### src/hdl/axi_bridge_consts.svh
`ifndef AXI_BRIDGE_CONSTS_SVH
`define AXI_BRIDGE_CONSTS_SVH

// Bus widths
`define AXI_ADDR_W 32
`define LINE_W 128
`define STRB_W 16
`define AXI_ID_W 4

// Read IDs select the client on the R channel
`define ICACHE_RD_ID 0
`define DCACHE_RD_ID 1

// Only the data cache writes
`define DCACHE_WR_ID 1

// One 16-byte beat per transfer
`define AXI_SIZE_LINE 3'd4

// INCR burst encoding
`define AXI_BURST_INCR 2'd1

`endif

### src/hdl/axi_bridge_pkg.sv
`include "axi_bridge_consts.svh"

`default_nettype none

package axi_bridge_pkg;

    // Byte address on the AXI bus
    typedef logic [`AXI_ADDR_W-1:0] addr_t;

    // One full cache line, moved in a single beat
    typedef logic [`LINE_W-1:0] line_t;

    // Byte enables for a line write
    typedef logic [`STRB_W-1:0] strb_t;

    // Transaction ID
    typedef logic [`AXI_ID_W-1:0] axi_id_t;

    // Read clients sharing the AR channel
    typedef enum logic {
        RD_ICACHE = 1'b0,
        RD_DCACHE = 1'b1
    } rd_client_e;

endpackage

`default_nettype wire

### src/hdl/cache_bus_if.sv
`default_nettype none

// Line read port between a cache and the read engine
interface cache_rd_if;
    import axi_bridge_pkg::*;

    logic  req;
    addr_t addr;
    logic  rdy;
    logic  ret_valid;
    line_t ret_data;

    modport client (
        output req,
        output addr,
        input  rdy,
        input  ret_valid,
        input  ret_data
    );

    modport engine (
        input  req,
        input  addr,
        output rdy,
        output ret_valid,
        output ret_data
    );
endinterface

// Line write port between the data cache and the write engine
interface cache_wr_if;
    import axi_bridge_pkg::*;

    logic  req;
    addr_t addr;
    strb_t wstrb;
    line_t data;
    logic  rdy;

    modport client (
        output req,
        output addr,
        output wstrb,
        output data,
        input  rdy
    );

    modport engine (
        input  req,
        input  addr,
        input  wstrb,
        input  data,
        output rdy
    );
endinterface

`default_nettype wire

### src/hdl/axi_read_engine.sv
`include "axi_bridge_consts.svh"

`default_nettype none

module axi_read_engine (
    input  logic                    clk,
    input  logic                    reset_i,

    cache_rd_if.engine              icache,
    cache_rd_if.engine              dcache,

    output logic                    arvalid_o,
    output axi_bridge_pkg::addr_t   araddr_o,
    output axi_bridge_pkg::axi_id_t arid_o,
    input  logic                    arready_i,

    input  logic                    rvalid_i,
    input  axi_bridge_pkg::axi_id_t rid_i,
    input  axi_bridge_pkg::line_t   rdata_i
);
    import axi_bridge_pkg::*;

    localparam axi_id_t IC_ID = axi_id_t'(`ICACHE_RD_ID);
    localparam axi_id_t DC_ID = axi_id_t'(`DCACHE_RD_ID);

    // One read in flight per client
    logic ic_pend_q;
    logic dc_pend_q;

    // Registered return strobes and the shared return line
    logic  ic_ret_q;
    logic  dc_ret_q;
    line_t ret_data_q;

    logic       ar_free;
    logic       ic_take;
    logic       dc_take;
    logic       r_ic;
    logic       r_dc;
    rd_client_e grant;

    // AR register can take a new request when empty or draining now
    assign ar_free = !arvalid_o || arready_i;

    // Data cache wins a same-cycle contest
    assign dcache.rdy = !dc_pend_q && ar_free;
    assign icache.rdy = !ic_pend_q && ar_free && !dcache.req;

    assign dc_take = dcache.req && dcache.rdy;
    assign ic_take = icache.req && icache.rdy;
    assign grant   = dc_take ? RD_DCACHE : RD_ICACHE;

    // R beat owner, decoded from rid
    assign r_ic = rvalid_i && (rid_i == IC_ID);
    assign r_dc = rvalid_i && (rid_i == DC_ID);

    always_ff @(posedge clk) begin
        if (reset_i) begin
            arvalid_o <= 1'b0;
        end else if (ic_take || dc_take) begin
            arvalid_o <= 1'b1;
        end else if (arready_i) begin
            arvalid_o <= 1'b0;
        end
    end

    // AR fields only change when a new request is taken
    always_ff @(posedge clk) begin
        if (ic_take || dc_take) begin
            case (grant)
                RD_DCACHE: begin
                    araddr_o <= dcache.addr;
                    arid_o   <= DC_ID;
                end
                default: begin
                    araddr_o <= icache.addr;
                    arid_o   <= IC_ID;
                end
            endcase
        end
    end

    always_ff @(posedge clk) begin
        if (reset_i) begin
            ic_pend_q <= 1'b0;
            dc_pend_q <= 1'b0;
        end else begin
            if (ic_take) begin
                ic_pend_q <= 1'b1;
            end else if (r_ic) begin
                ic_pend_q <= 1'b0;
            end
            if (dc_take) begin
                dc_pend_q <= 1'b1;
            end else if (r_dc) begin
                dc_pend_q <= 1'b0;
            end
        end
    end

    // Return pulse lands one cycle after the R handshake
    always_ff @(posedge clk) begin
        if (reset_i) begin
            ic_ret_q <= 1'b0;
            dc_ret_q <= 1'b0;
        end else begin
            ic_ret_q <= r_ic;
            dc_ret_q <= r_dc;
        end
    end

    // Only one R beat per cycle, so both clients share this register
    always_ff @(posedge clk) begin
        if (rvalid_i) begin
            ret_data_q <= rdata_i;
        end
    end

    assign icache.ret_valid = ic_ret_q;
    assign icache.ret_data  = ret_data_q;
    assign dcache.ret_valid = dc_ret_q;
    assign dcache.ret_data  = ret_data_q;

    // A stalled AR keeps its address and ID
    a_ar_hold: assert property (
        @(posedge clk) disable iff (reset_i)
        arvalid_o && !arready_i |=> arvalid_o && $stable(araddr_o) && $stable(arid_o)
    ) else $error("AR fields changed while stalled");

    // Slave may only return reads that are in flight
    a_r_owner: assert property (
        @(posedge clk) disable iff (reset_i)
        rvalid_i |-> (r_ic && ic_pend_q) || (r_dc && dc_pend_q)
    ) else $error("R beat with no outstanding read for rid %0d", rid_i);

endmodule

`default_nettype wire

### src/hdl/axi_write_engine.sv
`default_nettype none

module axi_write_engine (
    input  logic                  clk,
    input  logic                  reset_i,

    cache_wr_if.engine            dcache,

    output logic                  awvalid_o,
    output axi_bridge_pkg::addr_t awaddr_o,
    input  logic                  awready_i,

    output logic                  wvalid_o,
    output axi_bridge_pkg::line_t wdata_o,
    output axi_bridge_pkg::strb_t wstrb_o,
    input  logic                  wready_i,

    input  logic                  bvalid_i
);

    // Set from acceptance until the B response
    logic pend_q;
    logic take;
    logic b_done;

    assign dcache.rdy = !pend_q;
    assign take       = dcache.req && !pend_q;
    assign b_done     = bvalid_i && pend_q;

    always_ff @(posedge clk) begin
        if (reset_i) begin
            pend_q <= 1'b0;
        end else if (take) begin
            pend_q <= 1'b1;
        end else if (b_done) begin
            pend_q <= 1'b0;
        end
    end

    // Address phase, cleared by its own handshake
    always_ff @(posedge clk) begin
        if (reset_i) begin
            awvalid_o <= 1'b0;
        end else if (take) begin
            awvalid_o <= 1'b1;
        end else if (awready_i) begin
            awvalid_o <= 1'b0;
        end
    end

    // Data phase runs independently of the address phase
    always_ff @(posedge clk) begin
        if (reset_i) begin
            wvalid_o <= 1'b0;
        end else if (take) begin
            wvalid_o <= 1'b1;
        end else if (wready_i) begin
            wvalid_o <= 1'b0;
        end
    end

    // Captured write, held until the next acceptance
    always_ff @(posedge clk) begin
        if (take) begin
            awaddr_o <= dcache.addr;
            wdata_o  <= dcache.data;
            wstrb_o  <= dcache.wstrb;
        end
    end

    // B follows both completed phases of the pending write
    a_b_after_phases: assert property (
        @(posedge clk) disable iff (reset_i)
        bvalid_i |-> pend_q && !awvalid_o && !wvalid_o
    ) else $error("B response without a completed pending write");

endmodule

`default_nettype wire

### src/hdl/axi_bridge.sv
`include "axi_bridge_consts.svh"

`default_nettype none

module axi_bridge (
    input  logic                    clk,
    input  logic                    reset_i,

    // Instruction line fetch
    input  logic                    icache_rd_req_i,
    input  axi_bridge_pkg::addr_t   icache_rd_addr_i,
    output logic                    icache_rd_rdy_o,
    output logic                    icache_rd_ret_valid_o,
    output axi_bridge_pkg::line_t   icache_rd_ret_data_o,

    // Data line fetch
    input  logic                    dcache_rd_req_i,
    input  axi_bridge_pkg::addr_t   dcache_rd_addr_i,
    output logic                    dcache_rd_rdy_o,
    output logic                    dcache_rd_ret_valid_o,
    output axi_bridge_pkg::line_t   dcache_rd_ret_data_o,

    // Data line write
    input  logic                    dcache_wr_req_i,
    input  axi_bridge_pkg::addr_t   dcache_wr_addr_i,
    input  axi_bridge_pkg::strb_t   dcache_wr_wstrb_i,
    input  axi_bridge_pkg::line_t   dcache_wr_data_i,
    output logic                    dcache_wr_rdy_o,

    // AR channel
    output axi_bridge_pkg::axi_id_t arid_o,
    output axi_bridge_pkg::addr_t   araddr_o,
    output logic [7:0]              arlen_o,
    output logic [2:0]              arsize_o,
    output logic [1:0]              arburst_o,
    output logic [1:0]              arlock_o,
    output logic [3:0]              arcache_o,
    output logic [2:0]              arprot_o,
    output logic                    arvalid_o,
    input  logic                    arready_i,

    // R channel
    input  axi_bridge_pkg::axi_id_t rid_i,
    input  axi_bridge_pkg::line_t   rdata_i,
    input  logic [1:0]              rresp_i,
    input  logic                    rlast_i,
    input  logic                    rvalid_i,
    output logic                    rready_o,

    // AW channel
    output axi_bridge_pkg::axi_id_t awid_o,
    output axi_bridge_pkg::addr_t   awaddr_o,
    output logic [7:0]              awlen_o,
    output logic [2:0]              awsize_o,
    output logic [1:0]              awburst_o,
    output logic [1:0]              awlock_o,
    output logic [3:0]              awcache_o,
    output logic [2:0]              awprot_o,
    output logic                    awvalid_o,
    input  logic                    awready_i,

    // W channel
    output axi_bridge_pkg::axi_id_t wid_o,
    output axi_bridge_pkg::line_t   wdata_o,
    output axi_bridge_pkg::strb_t   wstrb_o,
    output logic                    wlast_o,
    output logic                    wvalid_o,
    input  logic                    wready_i,

    // B channel
    input  axi_bridge_pkg::axi_id_t bid_i,
    input  logic [1:0]              bresp_i,
    input  logic                    bvalid_i,
    output logic                    bready_o
);
    import axi_bridge_pkg::*;

    localparam axi_id_t WR_ID = axi_id_t'(`DCACHE_WR_ID);

    cache_rd_if icache_rd ();
    cache_rd_if dcache_rd ();
    cache_wr_if dcache_wr ();

    // Client pins onto the internal ports
    assign icache_rd.req         = icache_rd_req_i;
    assign icache_rd.addr        = icache_rd_addr_i;
    assign icache_rd_rdy_o       = icache_rd.rdy;
    assign icache_rd_ret_valid_o = icache_rd.ret_valid;
    assign icache_rd_ret_data_o  = icache_rd.ret_data;

    assign dcache_rd.req         = dcache_rd_req_i;
    assign dcache_rd.addr        = dcache_rd_addr_i;
    assign dcache_rd_rdy_o       = dcache_rd.rdy;
    assign dcache_rd_ret_valid_o = dcache_rd.ret_valid;
    assign dcache_rd_ret_data_o  = dcache_rd.ret_data;

    assign dcache_wr.req         = dcache_wr_req_i;
    assign dcache_wr.addr        = dcache_wr_addr_i;
    assign dcache_wr.wstrb       = dcache_wr_wstrb_i;
    assign dcache_wr.data        = dcache_wr_data_i;
    assign dcache_wr_rdy_o       = dcache_wr.rdy;

    // Single-beat line transfers
    assign arlen_o   = '0;
    assign arsize_o  = `AXI_SIZE_LINE;
    assign arburst_o = `AXI_BURST_INCR;
    assign arlock_o  = '0;
    assign arcache_o = '0;
    assign arprot_o  = '0;

    assign awid_o    = WR_ID;
    assign awlen_o   = '0;
    assign awsize_o  = `AXI_SIZE_LINE;
    assign awburst_o = `AXI_BURST_INCR;
    assign awlock_o  = '0;
    assign awcache_o = '0;
    assign awprot_o  = '0;

    assign wid_o     = WR_ID;
    assign wlast_o   = 1'b1;

    // Clients take returns at any time
    assign rready_o  = 1'b1;
    assign bready_o  = 1'b1;

    axi_read_engine u_read_engine (
        .clk       (clk),
        .reset_i   (reset_i),
        .icache    (icache_rd.engine),
        .dcache    (dcache_rd.engine),
        .arvalid_o (arvalid_o),
        .araddr_o  (araddr_o),
        .arid_o    (arid_o),
        .arready_i (arready_i),
        .rvalid_i  (rvalid_i),
        .rid_i     (rid_i),
        .rdata_i   (rdata_i)
    );

    axi_write_engine u_write_engine (
        .clk       (clk),
        .reset_i   (reset_i),
        .dcache    (dcache_wr.engine),
        .awvalid_o (awvalid_o),
        .awaddr_o  (awaddr_o),
        .awready_i (awready_i),
        .wvalid_o  (wvalid_o),
        .wdata_o   (wdata_o),
        .wstrb_o   (wstrb_o),
        .wready_i  (wready_i),
        .bvalid_i  (bvalid_i)
    );

    // Slave side framing of single-beat traffic
    a_r_single_beat: assert property (
        @(posedge clk) disable iff (reset_i)
        rvalid_i |-> rlast_i
    ) else $error("R beat without rlast on a single-beat read");

    a_b_id: assert property (
        @(posedge clk) disable iff (reset_i)
        bvalid_i |-> bid_i == WR_ID
    ) else $error("B response with unexpected bid %0d", bid_i);

endmodule

`default_nettype wire

### config.mk
export PLATFORM = sky130hd
export DESIGN_NAME = axi_bridge
export DESIGN_NICKNAME = d
export VERILOG_FILES = /design/src/hdl/axi_bridge_pkg.sv /design/src/hdl/cache_bus_if.sv /design/src/hdl/axi_read_engine.sv /design/src/hdl/axi_write_engine.sv /design/src/hdl/axi_bridge.sv
export VERILOG_INCLUDE_DIRS = /design/src /design/src/hdl
export SDC_FILE = /design/constraint.sdc
export NUM_CORES = 1
export LEC_CHECK = 0
export ABC_AREA = 1
export BUFFER_PORTS_ARGS = -buffer_cell sky130_fd_sc_hd__buf_2
export CELL_PAD_IN_SITES_DETAIL_PLACEMENT = 0
export CELL_PAD_IN_SITES_GLOBAL_PLACEMENT = 1
export CORE_AREA = 5 5 355 357
export DETAILED_ROUTE_END_ITERATION = 7
export DIE_AREA = 0 0 360 362
export PLACE_DENSITY = 0.32
export SLEW_MARGIN = 40
export SYNTH_ARGS = -nofsm -noshare
export SYNTH_HDL_FRONTEND = slang
export SYNTH_SLANG_ARGS = --single-unit
### constraint.sdc
create_clock -name clk -period 15.6 [get_ports clk]
set_input_delay 3.12 -clock clk [delete_from_list [all_inputs] [get_ports clk]]
set_output_delay 3.12 -clock clk [all_outputs]
set_load 0.02 [all_outputs]
# Word-level counts from Yosys, hierarchy flattened

Cells that the tools add are included.

Equal/unequal tests: 1
Muxes and demuxes: 15
Reduce and logical (&&, ||, !) cells: 23

Operators by type and width:

| cell                                                 | count |
|---|---|
| two-way mux 32 bit                                   | 1 |
| two-way mux 1 bit                                    | 14 |
| nonzero test 2 bit                                   | 6 |
| logical AND 1 bit                                    | 9 |
| logical NOT 1 bit                                    | 5 |
| equality test 4 x 1 -> 1 bit (second input constant) | 1 |
| logical NOT 4 bit                                    | 1 |
| logical OR 1 bit                                     | 2 |

Register bits: 348
Bits of input ports: 391
Word-level logic and storage cells: 53

# Longest topological paths before layout

Depth in word-level cells: 7
Depth in mapped cells: 7
Depth with buffers taken out: 6

# By module

Synthesis repeated with hierarchy kept, for this count alone.

Cells, all modules: 675
Area, all modules: 12281.8 sq um

Modules (own cells, without submodules):

| module           | instances | cells an instance | area an instance (sq um) | sequential area each (sq um) |
|---|---|---|---|---|
| axi_read_engine  | 1         | 427               | 6465.0                   | 4934.7 |
| axi_write_engine | 1         | 191               | 5396.4                   | 5345.1 |
| axi_bridge       | 1         | 57                | 420.4                    | 0.0 |

# Worst setup path before layout

No wires, ideal clock.

Kind: input to register
From: input dcache_wr_req_i
To: register u_write_engine.awaddr_o[0] (enable)
Setup time: 529 ps
Arrival: 6622 ps
Required time: 15071 ps
Setup slack: 8449 ps
Stages on the path: 2
Path buffers: 0
Cell sequence: nand2_1 inv_1

Cells in the longest elaborated chain, start to end: 1

RTL lines:

| what                    | RTL line               | source |
|---|---|---|
| start, declared         | axi_bridge.sv:24       | `input logic dcache_wr_req_i,` |
| logical AND 1 bit       | axi_write_engine.sv:27 | `assign take = dcache.req && !pend_q;` |
| net u_write_engine.take | axi_write_engine.sv:23 | `logic take;` |
| end signal, assigned    | axi_write_engine.sv:65 | `awaddr_o <= dcache.addr;` |
| end, declared           | axi_write_engine.sv:10 | `output axi_bridge_pkg::addr_t awaddr_o,` |

The timed path passes the listed nets, and every way through them passes these cells.
A chain may end at the register's enable or synchronous reset.

# Worst setup path after layout

From: input arready_i
To: output icache_rd_rdy_o

Cells in the longest elaborated chain, start to end: 3

RTL lines:

| what                           | RTL line              | source |
|---|---|---|
| start, declared                | axi_bridge.sv:40      | `input logic arready_i,` |
| logical OR 1 bit               | axi_read_engine.sv:43 | `assign ar_free = !arvalid_o \|\| arready_i;` |
| logical AND 1 bit (2 in a row) | axi_read_engine.sv:47 | `assign icache.rdy = !ic_pend_q && ar_free && !dcache.req;` |
| end, declared                  | axi_bridge.sv:12      | `output logic icache_rd_rdy_o,` |

Every way passes these cells.

==> flow_summary.toml <==
[run_status]
status = "completed"

[yosys]
yosysWarnings = 0
syn_area_per_cell_um2 = 18.2
async_flop_share = 0
seq_area_frac_synth = 0.837
ys_ff_latch = 345
synth_top_cells_by_area = "edfxtp_1 (82%), buf_4 (11%), nand2_1 (3.2%)"
synthFlopType = "edfxtp_1"
synth_common_cells = "edfxtp_1 (337), buf_4 (186), nand2_1 (104)"
synth_cells = 674
yosysTopAreaCellShare = 0.824
syn_area_um2 = 12300
synth_top_area_cell = "edfxtp_1"
synth_cell_types = 17
synthMostInstantiatedCell = "edfxtp_1"
synth_edf_count = 337

[route]
drtAntennaViolNets = 0
wirelength_um = 60500
firstDrtPassIters = 7
wl_per_cell_um = 19.3
avgViaCountPerCell = 2.68
drc = 0
dr_total_vias = 8393
dr.first_iter.drc_count = 323

[placement]
gp_congestion = 0.762
post_dp_cell_area_um2 = 17400
io_buffers = 854
post-dp-hpwl_um = 49300

[floorplanning]
fp.dieH_um = 362
ioPinCount = 922
dieWidth_um = 360
num_rows = 129
die_area_um2 = 130000
initial_core_util = 0.100
coreArea_um2 = 123000

[clock_tree]
cts.sinks = 345
cts_tree = "built"
cts_resized = 0
path_clk_slew_ns = 0.05
clock_latency_ns = 0.63
cts_max_path_buffers = 3
root_buffer = "clkbuf_16"
cts-buffers-inserted = 47
hold_buffers = 0
htreeDepth = 2
post_cts_buffers = 0

[setup_path]
cp-end-kind = "output pin"
crit_family = "buffers and inverters"
cpMaxStageDelayCell = "buf_2"
critical_path_arrival_ns = 3.70
start_kind = "input pin"
slowest_delay_ns = 0.21
r2r_setup_slack_ns = 12.96
cp.depth = 6
r2r-end = "u_write_engine.wdata_o[122]"
crit_chain = "buf_2 > inv_2 > nand2_4 > inv_1 > nor3_1 > buf_2"
required_ns = 12.48
cp_common_cell = "buf_2"
r2r_start = "u_write_engine.pend_q"
path_buf_inv = 4
path_class = "in2out"
startpoint = "arready_i"
cp_max_fo = 4
rr_worst_depth = 4
crit_end = "icache_rd_rdy_o"

[power_and_ir_drop]
p_int_uw = 1790
clkPwrFrac = 0.416
switching_power_uw = 724
p_seq_frac = 0.451
p_sw_frac = 0.287
ir_drop_mv = 0.0754
power_density_nw_per_um2 = 133
combPwrFrac = 0.133
p_leak_uw = 0.00803

[grt]
grt_max_degree = 120
grt_pass1_wl_um = 77700
antenna_found_initial = 38
grt_usage = 0.0871
grt_overflow = 0
grt_pass1_vias = 9054

[timing]
period_needed_ns = 6.82
finalCritPeriodShare = 0.437
rsz0062_at_grt = "false"
setup_violations = 0
finalHoldViolCount = 0
max_freq_ghz = 0.147
fin_skew_ns = 0.0302
finalSetupTns_ns = 0
worst_pin_slew_ns = 0.796
drv_slew = 0
timing.hold.ws_ns = 0.471
maxSlewHeadroom = 0.469

[worst_hold_path]
hold_class = "reg2reg"

[cells_and_area]
fin_nets = 1836
final_area_um2 = 18900
syn_to_final_growth_pct = 54.1
drive_gt1_frac = 0.626

[job]
cap_viol_max_count = 0
## registers in the layout, summed over array words and instances, names as in the netlist, 16 cells and up
signal,cells
u_read_engine.dcache.ret_data,128
u_write_engine.wdata_o,128
u_write_engine.wstrb_o,16
u_write_engine.awaddr_o,32
u_read_engine.araddr_o,32
## power by group through the flow
stage / registers (µW) / clock network (µW) / logic, µW
floorplan: 1230 / 0 / 124
global placement: 1160 / 0 / 351
detailed placement: 1160 / 0 / 348
CTS: 1140 / 1120 / 348
global route: 1140 / 1150 / 359
finish: 1140 / 1050 / 336
## final cells by class
| class | count | area (µm²) |
|---|---|---|
| Fill cell | 13753 | 104000 |
| Sequential cell | 345 | 10300 |
| Timing Repair Buffer | 858 | 4310 |
| Tap cell | 1637 | 2050 |
| Clock buffer | 60 | 1220 |
| Multi-Input combinational cell | 181 | 716 |
| Clock inverter | 28 | 254 |
| Inverter | 12 | 60.1 |
| Antenna cell | 9 | 22.5 |
## worst min path at each step
stage,cells after the start,to,from
2_1_floorplan,2,u_read_engine.ic_pend_q,u_read_engine.ic_pend_q
5_1_grt,2,u_write_engine.awvalid_o,u_write_engine.awvalid_o
3_5_place_dp,2,u_write_engine.wvalid_o,u_write_engine.wvalid_o
4_1_cts,2,u_write_engine.wvalid_o,u_write_engine.wvalid_o
6_report,2,u_write_engine.wvalid_o,u_write_engine.wvalid_o
3_3_place_gp,2,u_write_engine.awvalid_o,u_write_engine.awvalid_o
## worst min-delay path, delay by kind of cell (launching register included)
kind               cells  cell delay, ns
and+or+nand+nor        1            0.06
AOI/OAI and AO/OA      1            0.05
DFF                    1            0.31
## logic make-up (layout without fill, tap and decap cells)
| logic type | Yosys count | count (layout) | share of synthesized area |
|---|---|---|---|
| flip-flops | 345 | 345 | 0.837 |
| AND/OR/NAND/NOR | 118 | 118 | 0.0383 |
| AO/OA/AOI/OAI | 5 | 5 | 0.00224 |
| other | 2 | 67 | 0.000612 |
| buffers and inverters | 204 | 958 | 0.122 |
## cell usage in the layout, fill, tap and decap left out, drive strengths merged
master    instances
nor3              1
nand3             5
diode             9
conb             58
bufinv            2
nor2              7
dfxtp             8
nand2           105
clkinv           22
clkbuf           60
clkinvlp          3
buf             858
edfxtp          337
inv              13
a21oi             4
o21a              1
## metrics by stage
step / cells / util / setup slack [ns] / power, µW
3_5_place_dp: 3033 / 0.142 / 8.77 / 1500
2_1_floorplan: 730 / - / 8.45 / 1360
3_3_place_gp: 3033 / 0.142 / 8.71 / 1510
4_1_cts: 3121 / 0.154 / 8.76 / 2600
5_1_grt: 3121 / 0.154 / 8.75 / 2650
6_report: 3130 / 0.154 / 8.78 / 2520
## per-layer routing
metal  GRT usage  wire length [µm]  vias up
met5           0               184        -
met4      0.0292              1710       28
met3      0.0429              6590      108
met2       0.155             30900      523
met1      0.0893             21200     4010
li1            -                 -     3724
Note: power is estimated with default switching activity, not from simulation.
